## config.mk

```make
export PLATFORM = sky130hd
export DESIGN_NAME = colmix_blank
export DESIGN_NICKNAME = d
export VERILOG_FILES = /design/src/rtl/colmix_pkg.sv /design/src/rtl/colmix_blank.sv
export VERILOG_INCLUDE_DIRS = /design/src /design/src/rtl
export SDC_FILE = /design/constraint.sdc
export NUM_CORES = 1
export LEC_CHECK = 0
export ABC_CLOCK_PERIOD_IN_PS = 2700
export BUFFER_PORTS_ARGS = -buffer_cell sky130_fd_sc_hd__buf_2
export CAP_MARGIN = 20
export CORE_UTILIZATION = 47
export DETAILED_ROUTE_END_ITERATION = 10
export PLACE_DENSITY = 0.81
export SYNTH_ARGS = -nofsm -noshare
export SYNTH_HDL_FRONTEND = slang
export SYNTH_SLANG_ARGS = --single-unit
```

## constraint.sdc

```tcl
create_clock -name clk -period 2.7 [get_ports clk]
set_input_delay 0.405 -clock clk [delete_from_list [all_inputs] [get_ports clk]]
set_output_delay 0.405 -clock clk [all_outputs]
set_load 0.1 [all_outputs]
```

## src/rtl/colmix_consts.svh

```systemverilog
// Width, register map and latency macros, included by the colour mixer sources
`ifndef COLMIX_CONSTS_SVH
`define COLMIX_CONSTS_SVH

// Palette RAM is 1024 bytes, two per colour
`define COLMIX_PAL_AW 10
`define COLMIX_DW 8
`define COLMIX_IDX_W 9

// APB address space
`define COLMIX_APB_AW 11

// Control registers above the palette window
`define COLMIX_REG_CTRL  11'h400
`define COLMIX_REG_BANKS 11'h401
`define COLMIX_REG_BD_LO 11'h402
`define COLMIX_REG_BD_HI 11'h403

// Clocks from pixel sample to rgb and sync_out
`define COLMIX_LATENCY 4

// Both layers on, layer 1 on top
`define COLMIX_CTRL_RESET 8'h0C

`endif

```

## src/rtl/colmix_pkg.sv

```systemverilog
// Shared struct and enum types for the colour mixer RTL and its testbench
package colmix_pkg;

`include "colmix_consts.svh"

    // APB request as driven by the CPU side
    typedef struct packed {
        logic [`COLMIX_APB_AW-1:0] paddr;
        logic                      psel;
        logic                      penable;
        logic                      pwrite;
        logic [`COLMIX_DW-1:0]     pwdata;
    } apb_req_t;

    // APB response back to the CPU
    typedef struct packed {
        logic [`COLMIX_DW-1:0] prdata;
        logic                  pready;
        logic                  pslverr;
    } apb_rsp_t;

    // Layer pixel codes, pen 0 is transparent
    typedef struct packed {
        logic [4:0] gfx1;       // Bit 4 picks the layer-1 sub-bank
        logic [3:0] gfx2;
    } pxl_in_t;

    // Blanking flags, active high
    typedef struct packed {
        logic hblank;
        logic vblank;
    } sync_t;

    typedef struct packed {
        logic [4:0] red;
        logic [4:0] green;
        logic [4:0] blue;
    } rgb_t;

    // Which layer wins when both are opaque
    typedef enum logic [1:0] {
        PRIO_L1_OVER   = 2'd0,
        PRIO_L2_OVER   = 2'd1,
        PRIO_PEN_SPLIT = 2'd2  // Layer 2 on top only for pens 8..15
    } prio_mode_e;

    typedef struct packed {
        prio_mode_e                 mode;
        logic                       l1_en;
        logic                       l2_en;
        logic [2:0]                 bank1;
        logic [3:0]                 bank2;
        logic [`COLMIX_IDX_W-1:0]   backdrop;
    } ctrl_t;

    // Single-cycle palette request from the register block
    typedef struct packed {
        logic [`COLMIX_PAL_AW-1:0] addr;
        logic                      we;
        logic [`COLMIX_DW-1:0]     wdata;
    } pal_cpu_t;

endpackage

```

## src/rtl/colmix_blank.sv

```systemverilog
// Delays the sync flags to match the pixel pipeline and blacks out blanked pixels
`timescale 1ns/1ps
`include "colmix_consts.svh"

module colmix_blank (
    input  logic                          clk,
    input  logic                          rst,
    input  colmix_pkg::sync_t             sync_in,
    input  colmix_pkg::rgb_t              rgb_in,
    output colmix_pkg::sync_t             sync_out,
    output colmix_pkg::rgb_t              rgb
);

    // Flags of the pixel now leaving the fetch block sit in the last stage
    colmix_pkg::sync_t dly [`COLMIX_LATENCY];

    always_ff @(posedge clk) begin
        if (rst) begin
            // Start out blanked
            for (int i = 0; i < `COLMIX_LATENCY; i++) begin
                dly[i] <= '1;
            end
            sync_out <= '1;
            rgb      <= '0;
        end else begin
            dly[0] <= sync_in;
            for (int i = 1; i < `COLMIX_LATENCY; i++) begin
                dly[i] <= dly[i-1];
            end
            sync_out <= dly[`COLMIX_LATENCY-1];
            // Black in either blanking interval
            if (dly[`COLMIX_LATENCY-1].hblank || dly[`COLMIX_LATENCY-1].vblank) begin
                rgb <= '0;
            end else begin
                rgb <= rgb_in;
            end
        end
    end

endmodule

```

## Yosys cells after proc, flatten, opt, wreduce, memory -nomap -nowiden

Memory sizes are Yosys's and may differ from the RTL's.
Index checks and enable logic that the tools add are counted.

| storage, ports and cells | value |
|---|---|
| input bits | 19 |
| output and inout bits | 17 |
| bits in registers | 17 |
| memory bits (read-only) | 0 |
| logic and storage cells | 19 |
| RAM bits | 8 |
| memories | 1 |
| latch bits | 0 |

| operators by class | value |
|---|---|
| divide/modulo/power cells | 0 |
| shift-type cells | 0 |
| add/sub/neg operators | 0 |
| mux-type cells | 7 |
| bitwise gates (word level) | 4 |
| reduce and logical (&&, ||, !) cells | 2 |
| equal/unequal tests | 0 |
| multiply operators | 0 |
| order comparisons | 0 |

Memory list:

| name | depth | width | rd ports | clocked after Yosys merged registers in | write ports | line | text |
|---|---|---|---|---|---|---|---|
| dly | 4 | 2 | 4 | 0 | 4 | colmix_blank.sv:15 | `` colmix_pkg::sync_t dly [`COLMIX_LATENCY]; `` |

Operator list:

| kind | count |
|---|---|
| 2-bit 2-to-1 mux | 4 |
| 1-bit bitwise OR | 4 |
| 1-bit 2-to-1 mux | 3 |
| 2-bit OR reduction | 1 |
| 1-bit logical OR | 1 |

## Depth between registers and ports, before layout

Gate-level depths: netlist of run 1.

| logic depth | value |
|---|---|
| depth in word-level cells | 3 |
| mapped depth | 3 |
| depth with buffers taken out | 1 |

## Worst setup path after synthesis of run 1

No wires, ideal clock.

| timing | value |
|---|---|
| path kind | reg2out |
| start | register rgb[0] in the netlist's numbering |
| end | output rgb[0] in the netlist's numbering |
| path buffers | 0 |
| data required time | 2.295 ns |
| arrival time | 0.909 ns |
| path slack | 1.386 ns |
| cell stages (with the launch flop) | 1 |
| cells stage by stage | dfxtp_1 |

RTL lines:

| what | line | text |
|---|---|---|
| start: declaration | colmix_blank.sv:11 | `output colmix_pkg::rgb_t rgb` |
| start signal: assignment | colmix_blank.sv:35 | `rgb <= rgb_in;` |

No word-level cell between the ends.

## Worst setup path in the final report of run 1

| timing | value |
|---|---|
| start | register rgb[4] in the netlist's numbering |
| end | output rgb[4] in the netlist's numbering |

No word-level cell between the ends.

==> impl_metrics.env, run 1 <==
export IMPL_ys_ff_latch=25
export IMPL_worst_pin_slew_ns=0.745
export IMPL_placementRows=14
export IMPL_finalSetupViolCount=0
export IMPL_p_per_area_nw_per_um2=572
export IMPL_grt_use_met2_pct=19.7
export IMPL_cts_root_buf="clkbuf_4"
export IMPL_synth_top_cell_by_area="dfxtp_1"
export IMPL_place_hpwl_um=818
export IMPL_seq_area_um2=500
export IMPL_start_util_pct=52.5
export IMPL_antenna_found_initial=0
export IMPL_coreArea_um2=1560
export IMPL_drive_gt1_share_pct=65.2
export IMPL_syn_nets=74
export IMPL_overflow=0
export IMPL_routed_wl_um=1190
export IMPL_synth_seq_area_share_pct=61.2
export IMPL_post_cts_buffers=0
export IMPL_drtIter0Drc=7
export IMPL_ios=36
export IMPL_grt_busiest_layer="met2"
export IMPL_cts_tree="built"
export IMPL_worst_ep_arrival_time_ns=1.06
export IMPL_first_global_vias=413
export IMPL_met1_usage_pct=17.1
export IMPL_fin_nets=109
export IMPL_syn_to_final_growth_pct=21.1
export IMPL_critPathMaxStageDelay_ns=0.41
export IMPL_crit_chain="buf_2"
export IMPL_status="finished, violations left"
export IMPL_cp_end_kind="output pin"
export IMPL_cts_sinks=25
export IMPL_vias=499
export IMPL_required_ns=2.30
export IMPL_place_gp_congestion=0.648
export IMPL_grt_max_degree=26
export IMPL_cts_buffers=3
export IMPL_synth_top_area_share_pct=61.2
export IMPL_rsz0062_at_grt="no"
export IMPL_viasPerCell=4.75
export IMPL_max_freq_mhz=682
export IMPL_ctsHoldBuffers=0
export IMPL_finClkSkew_ns=0.0103
export IMPL_final_common_cell="buf_2"
export IMPL_crit_type="reg -> out"
export IMPL_worst_setup_path_start_kind="flip-flop"
export IMPL_max_slew_margin_pct=50.3
export IMPL_die_x_um=43.7
export IMPL_final_cell_mix="buf_2, dfxtp_1, nor4b_2, or2_2, nor4b_1"
export IMPL_grt_pass1_wl_um=1810
export IMPL_die_y_um=43.7
export IMPL_min_period_ns=1.47
export IMPL_p_leak_nw=0.418
export IMPL_io_buffers=35
export IMPL_hold_viol_final=0
export IMPL_drc=4
export IMPL_ir_worst_vdd_mv=0.318
export IMPL_final_fill_count=118
export IMPL_cts_repair_resized=0
export IMPL_clk_pin_slew_ns=0.14
export IMPL_clk_latency_ns=0.31
export IMPL_dieArea_um2=1910
export IMPL_clock_path_buffers=2
export IMPL_yosys_cell_types_count=9
export IMPL_htree_num_levels=1
export IMPL_worstPathMaxFanout=1
export IMPL_multi_input_area_um2=265
export IMPL_drtAntennaViolNets=0
export IMPL_setup_tns_ns=0
export IMPL_dr_pass1_iters=7
export IMPL_avgSynthCellArea_um2=14.9
export IMPL_critPathBufInv=1
export IMPL_violations="design-rule violations"
export IMPL_yosys_warnings=0
export IMPL_maxCapViolCount=0
export IMPL_slowest_stage="buf_2"
export IMPL_insertedDiodeCount=0
export IMPL_finalPower_uw=567
export IMPL_postSynthCellCount=55
export IMPL_gr_usage_met3_pct=4.17
export IMPL_grt_usage_pct=13.3
export IMPL_fin_crit_sh_pct=54.3
export IMPL_final_max_slew_viol_count=0
export IMPL_synth_area_leaders="dfxtp_1, nor4b_2, or2_2"
export IMPL_hp_class="in -> reg"
export IMPL_wl_per_cell_um=11.4
export IMPL_synthesis_area_um2=818
export IMPL_reg2reg_setup_slack_ns=1.61
export IMPL_cp_top_family="buffers and inverters"
==> metrics by stage <==
stage	setup WS (ns)	hold slack (ns)	utilization (%)	instances	instance area (um2)
after global routing	1.19	0.249	63.6	105	991
after CTS	1.22	0.262	63.6	105	991
final	1.23	0.265	63.6	105	991
after floorplan	1.39	0.389	-	55	818
after global placement	1.58	0.393	61.6	101	961
after detailed placement	1.56	0.398	61.6	101	961
==> cells in the mapped netlist <==
cell     count
buf_2        2
nor4b_1      5
or2_1        1
nor4b_2      9
dfxtp_1     25
nor4b_4      1
or2_2        9
buf_6        2
buf_12       1
==> metal layers <==
metal  vias up  wire, um
met1       218       556
met3         0        91
met5         -         0
li1        259         -
met4         0         0
met2        22       544
==> where the power goes <==
part,total [mW],internal [mW],leakage (nW),switching [mW]
registers,0.377,0.373,0.203,0.00369
clock network,0.162,0.0564,0.0139,0.105
logic,0.0287,0.0162,0.201,0.0125
==> state kept, by name, indices dropped and copies added (netlist names) <==
name / cells
rgb: 15
dly: 8
sync_out: 2
==> cell type report <==
| class | instances | area share (%) |
|---|---|---|
| Clock inverter | 1 | 0.758 |
| Tap cell | 16 | 2.02 |
| Clock buffer | 3 | 2.27 |
| Sequential cell | 25 | 50.5 |
| Multi-Input combinational cell | 25 | 26.8 |
| Timing Repair Buffer | 35 | 17.7 |
==> worst paths after layout <==
path / start / cells after the start / endpoint
hold / removal: sync_in[0] / 2 / dly[0][0]
setup reg to reg: dly[3][0] / 1 / rgb[14]
setup / recovery: rgb[4] / 1 / rgb[4]
hold reg to reg: dly[2][0] / 1 / dly[3][0]
==> cells by family after synthesis <==
kind of cell	count (synthesis)	synth area share [%]
buffers and inverters	5	6.42
AND/OR/NAND/NOR	25	32.4
flip-flops	25	61.2
No activity file was read; power rests on OpenSTA's default activity.
==> run 2: changes to the inputs <==
--- a/config.mk
+++ b/config.mk
@@ -6,12 +6,12 @@
 export SDC_FILE = /design/constraint.sdc
 export NUM_CORES = 1
 export LEC_CHECK = 0
-export ABC_CLOCK_PERIOD_IN_PS = 2700
+export ABC_CLOCK_PERIOD_IN_PS = 1500
 export BUFFER_PORTS_ARGS = -buffer_cell sky130_fd_sc_hd__buf_2
 export CAP_MARGIN = 20
-export CORE_UTILIZATION = 47
+export CORE_UTILIZATION = 44
 export DETAILED_ROUTE_END_ITERATION = 10
-export PLACE_DENSITY = 0.81
+export PLACE_DENSITY = 0.77
 export SYNTH_ARGS = -nofsm -noshare
 export SYNTH_HDL_FRONTEND = slang
 export SYNTH_SLANG_ARGS = --single-unit
==> constraint.sdc (replaced) <==
create_clock -name clk -period 1.5 [get_ports clk]
set_input_delay 0.225 -clock clk [delete_from_list [all_inputs] [get_ports clk]]
set_output_delay 0.225 -clock clk [all_outputs]
set_load 0.1 [all_outputs]
==> run 2 against run 1 <==
The flow now finishes without violations. Total power grew 79%. Clock-buffer cell count unchanged. Register-to-register slack worse by 1.2 ns. Sequential share of layout area fell by 0.44 points. Clock power rose by 75%.
==> impl_metrics.env, run 2 (synthesis gave the netlist of run 1 again) <==
export IMPL_p_leak_nw=0.422
export IMPL_ios=36
export IMPL_grt_max_degree=26
export IMPL_rsz0062_at_grt="no"
export IMPL_clock_path_buffers=2
export IMPL_p_per_area_nw_per_um2=1010
export IMPL_io_buffers=35
export IMPL_crit_chain="buf_2"
export IMPL_vias=511
export IMPL_reg2reg_setup_slack_ns=0.40
export IMPL_final_cell_mix="buf_2, dfxtp_1, nor4b_2, or2_2, nor4b_1"
export IMPL_grt_pass1_wl_um=1900
export IMPL_cts_root_buf="clkbuf_4"
export IMPL_final_common_cell="buf_2"
export IMPL_ir_worst_vdd_mv=0.594
export IMPL_hp_class="in -> reg"
export IMPL_insertedDiodeCount=0
export IMPL_first_global_vias=457
export IMPL_cp_end_kind="output pin"
export IMPL_clk_latency_ns=0.31
export IMPL_clk_pin_slew_ns=0.13
export IMPL_max_slew_margin_pct=49.6
export IMPL_fin_crit_sh_pct=85.9
export IMPL_dp_slack_ns=0.401
export IMPL_crit_type="reg -> out"
export IMPL_place_gp_congestion=0.540
export IMPL_grt_usage_pct=13.3
export IMPL_viasPerCell=4.48
export IMPL_maxCapViolCount=0
export IMPL_drtIter0Drc=5
export IMPL_finClkSkew_ns=0.00637
export IMPL_worstPathMaxFanout=1
export IMPL_dieArea_um2=2040
export IMPL_finalPower_mw=1.01
export IMPL_fin_nets=109
export IMPL_antenna_found_initial=0
export IMPL_slowest_stage="buf_2"
export IMPL_placementRows=15
export IMPL_top_register="rgb"
export IMPL_ctsHoldBuffers=0
export IMPL_hold_viol_final=0
export IMPL_top_regs="rgb (15), dly (8), sync_out (2)"
export IMPL_cts_buffers=3
export IMPL_finalSetupViolCount=0
export IMPL_min_period_ns=1.29
export IMPL_drc=0
export IMPL_setup_ws_ns=0.211
export IMPL_overflow=0
export IMPL_cp_top_family="buffers and inverters"
export IMPL_post_cts_buffers=0
export IMPL_drive_gt1_share_pct=65.2
export IMPL_gr_usage_met3_pct=4.80
export IMPL_wl_per_cell_um=10.4
export IMPL_largest_reg_flops=15
export IMPL_cts_tree="built"
export IMPL_worst_pin_slew_ns=0.756
export IMPL_syn_to_final_growth_pct=22.2
export IMPL_dr_pass1_iters=3
export IMPL_start_util_pct=47.4
export IMPL_critPathBufInv=1
export IMPL_drtAntennaViolNets=0
export IMPL_coreArea_um2=1730
export IMPL_required_ns=1.27
export IMPL_routed_wl_um=1190
export IMPL_setup_tns_ns=0
export IMPL_die_x_um=45.1
export IMPL_cts_sinks=25
export IMPL_worst_setup_path_start_kind="flip-flop"
export IMPL_die_y_um=45.1
export IMPL_met1_usage_pct=16.3
export IMPL_max_freq_mhz=776
export IMPL_cts_repair_resized=0
export IMPL_final_max_slew_viol_count=0
export IMPL_worst_ep_arrival_time_ns=1.06
export IMPL_critPathMaxStageDelay_ns=0.42
export IMPL_grt_busiest_layer="met2"
export IMPL_grt_use_met2_pct=20.3
export IMPL_status="finished, final reports clean"
export IMPL_htree_num_levels=1
[run 2: metrics by stage]
step	instance area, um2	std cells	util, %	hold WS (ns)
floorplan	818	55	-	0.329
global placement	972	110	56.3	0.391
detailed placement	972	110	56.3	0.393
CTS	1000	114	57.9	0.0762
global route	1000	114	57.9	0.0737
finish	1000	114	57.9	0.0918
[run 2: final cells by class]
cell class | instances | area, um2
Sequential cell | 25 | 500
Multi-Input combinational cell | 25 | 265
Clock buffer | 3 | 22.5
Clock inverter | 1 | 5.00
Tap cell | 25 | 31.3
Fill cell | 164 | 727
Timing Repair Buffer | 35 | 175
[run 2: metal layers]
metal	up-vias	part of all wire, %
met1	236	43
li1	260	-
met3	0	5.9
met2	15	51
met4	0	0
met5	-	0
[run 2: path summary, 6_finish.rpt]
path,from,to,depth (start not counted)
hold reg to reg,dly[2][1],dly[3][1],1
hold / removal,sync_in[0],dly[0][0],2
setup / recovery,rgb[0],rgb[0],1
setup reg to reg,dly[3][0],rgb[13],1
[run 2: power breakdown]
| group | leakage (nW) | total [mW] | switching, mW | internal, mW |
|---|---|---|---|---|
| Clock | 0.0177 | 0.283 | 0.183 | 0.0995 |
| Combinational | 0.201 | 0.0513 | 0.0222 | 0.0290 |
| Sequential | 0.203 | 0.678 | 0.00665 | 0.672 |
==> run 3: changes to the inputs <==
--- a/config.mk
+++ b/config.mk
@@ -11,7 +11,7 @@
 export CAP_MARGIN = 20
 export CORE_UTILIZATION = 44
 export DETAILED_ROUTE_END_ITERATION = 10
-export PLACE_DENSITY = 0.77
+export PLACE_DENSITY_LB_ADDON = 0.3
 export SYNTH_ARGS = -nofsm -noshare
 export SYNTH_HDL_FRONTEND = slang
 export SYNTH_SLANG_ARGS = --single-unit
==> run 3 against run 2 <==
Register-to-register slack about the same. Die area unchanged. Global-route usage shrank 1.5 points. Largest cell class unchanged.
==> impl_metrics.env, run 3 (synthesis gave the netlist of run 1 again) <==
export IMPL_cp_top_family="buffers and inverters"
export IMPL_clk_pin_slew_ns=0.12
export IMPL_htree_num_levels=1
export IMPL_insertedDiodeCount=0
export IMPL_grt_pass1_wl_um=1690
export IMPL_setup_tns_ns=0
export IMPL_die_x_um=45.1
export IMPL_reg2regPathDepth=1
export IMPL_dr_pass1_iters=3
export IMPL_viasPerCell=4.48
export IMPL_critPathBufInv=1
export IMPL_final_fill_count=153
export IMPL_post_cts_buffers=0
export IMPL_grt_max_degree=26
export IMPL_ios=36
export IMPL_cts_tree="built"
export IMPL_worst_ep_arrival_time_ns=1.06
export IMPL_hp_class="in -> reg"
export IMPL_final_max_slew_viol_count=0
export IMPL_required_ns=1.27
export IMPL_clk_latency_ns=0.30
export IMPL_grt_usage_pct=11.8
export IMPL_crit_type="reg -> out"
export IMPL_drtAntennaViolNets=0
export IMPL_place_gp_congestion=0.568
export IMPL_drc=0
export IMPL_final_cell_mix="buf_2, dfxtp_1, nor4b_2, or2_2, nor4b_1"
export IMPL_hold_viol_final=0
export IMPL_worst_setup_path_start_kind="flip-flop"
export IMPL_max_slew_margin_pct=51.1
export IMPL_first_global_vias=409
export IMPL_syn_to_final_growth_pct=22.0
export IMPL_io_buffers=35
export IMPL_multi_input_area_um2=265
export IMPL_cp_end_kind="output pin"
export IMPL_clock_path_buffers=2
export IMPL_final_common_cell="buf_2"
export IMPL_worst_pin_slew_ns=0.733
export IMPL_final_cells=114
export IMPL_overflow=0
export IMPL_coreArea_um2=1730
export IMPL_maxCapViolCount=0
export IMPL_routed_wl_um=1130
export IMPL_die_y_um=45.1
export IMPL_ctsHoldBuffers=0
export IMPL_fin_crit_sh_pct=85.5
export IMPL_seq_area_um2=500
export IMPL_finalSetupViolCount=0
export IMPL_p_leak_nw=0.419
export IMPL_fin_nets=109
export IMPL_largest_reg_flops=15
export IMPL_fin_util_pct=57.8
export IMPL_drtIter0Drc=5
export IMPL_rsz0062_at_grt="no"
export IMPL_cts_root_buf="clkbuf_4"
export IMPL_min_period_ns=1.28
export IMPL_worstPathMaxFanout=1
export IMPL_cts_buffers=3
export IMPL_drive_gt1_share_pct=64.0
export IMPL_top_register="rgb"
export IMPL_critPathMaxStageDelay_ns=0.42
export IMPL_cts_sinks=25
export IMPL_fin_area_um2=998
export IMPL_placed_cells=110
export IMPL_hold_depth=2
export IMPL_status="finished, final reports clean"
export IMPL_slowest_stage="buf_2"
export IMPL_wl_per_cell_um=9.89
export IMPL_start_util_pct=47.4
export IMPL_top_regs="rgb (15), dly (8), sync_out (2)"
export IMPL_vias=511
export IMPL_crit_cells=1
export IMPL_crit_chain="buf_2"
export IMPL_finClkSkew_ns=0.000593
export IMPL_placement_cell_area_um2=972
export IMPL_ir_worst_vdd_mv=0.651
export IMPL_placementRows=15
export IMPL_antenna_found_initial=0
export IMPL_p_per_area_nw_per_um2=1010
export IMPL_cts_repair_resized=0
export IMPL_max_freq_mhz=780
export IMPL_dieArea_um2=2040
## run 3: report_power, final
part	internal [mW]	switching [mW]	total, mW
Combinational	0.0291	0.0221	0.0511
Clock	0.103	0.171	0.274
Sequential	0.672	0.00666	0.678
Total	0.804	0.200	1.00
## run 3: final timing paths
| path | start | endpoint | slack [ns] |
|---|---|---|---|
| worst min-delay path | sync_in[1] | dly[0][1] | 0.1 |
| worst min register to register | dly[1][1] | dly[2][1] | 0.42 |
| worst max-delay path | rgb[12] | rgb[12] | 0.22 |
| worst max register to register | dly[3][0] | rgb[12] | 0.41 |
## run 3: area by class of cell
cell class / count / area share, %
Clock buffer: 4 / 2.63
Timing Repair Buffer: 35 / 17.5
Multi-Input combinational cell: 25 / 26.6
Tap cell: 25 / 3.13
Sequential cell: 25 / 50.1
## run 3: per-layer routing
layer / vias to the layer above / GRT usage, % / wire, um
li1: 260 / - / -
met1: 235 / 14.9 / 469
met2: 14 / 17.7 / 576
met3: 2 / 3.60 / 69
met4: 0 / 7.27 / 12
met5: - / 0 / 0
## run 3: stage by stage
step	setup WS (ns)	hold slack, ns	total power [mW]
floorplan	0.366	0.329	0.724
global placement	0.460	0.391	0.744
detailed placement	0.413	0.394	0.745
CTS	0.198	0.0820	1.02
global route	0.169	0.0742	1.06
finish	0.217	0.0966	1.00
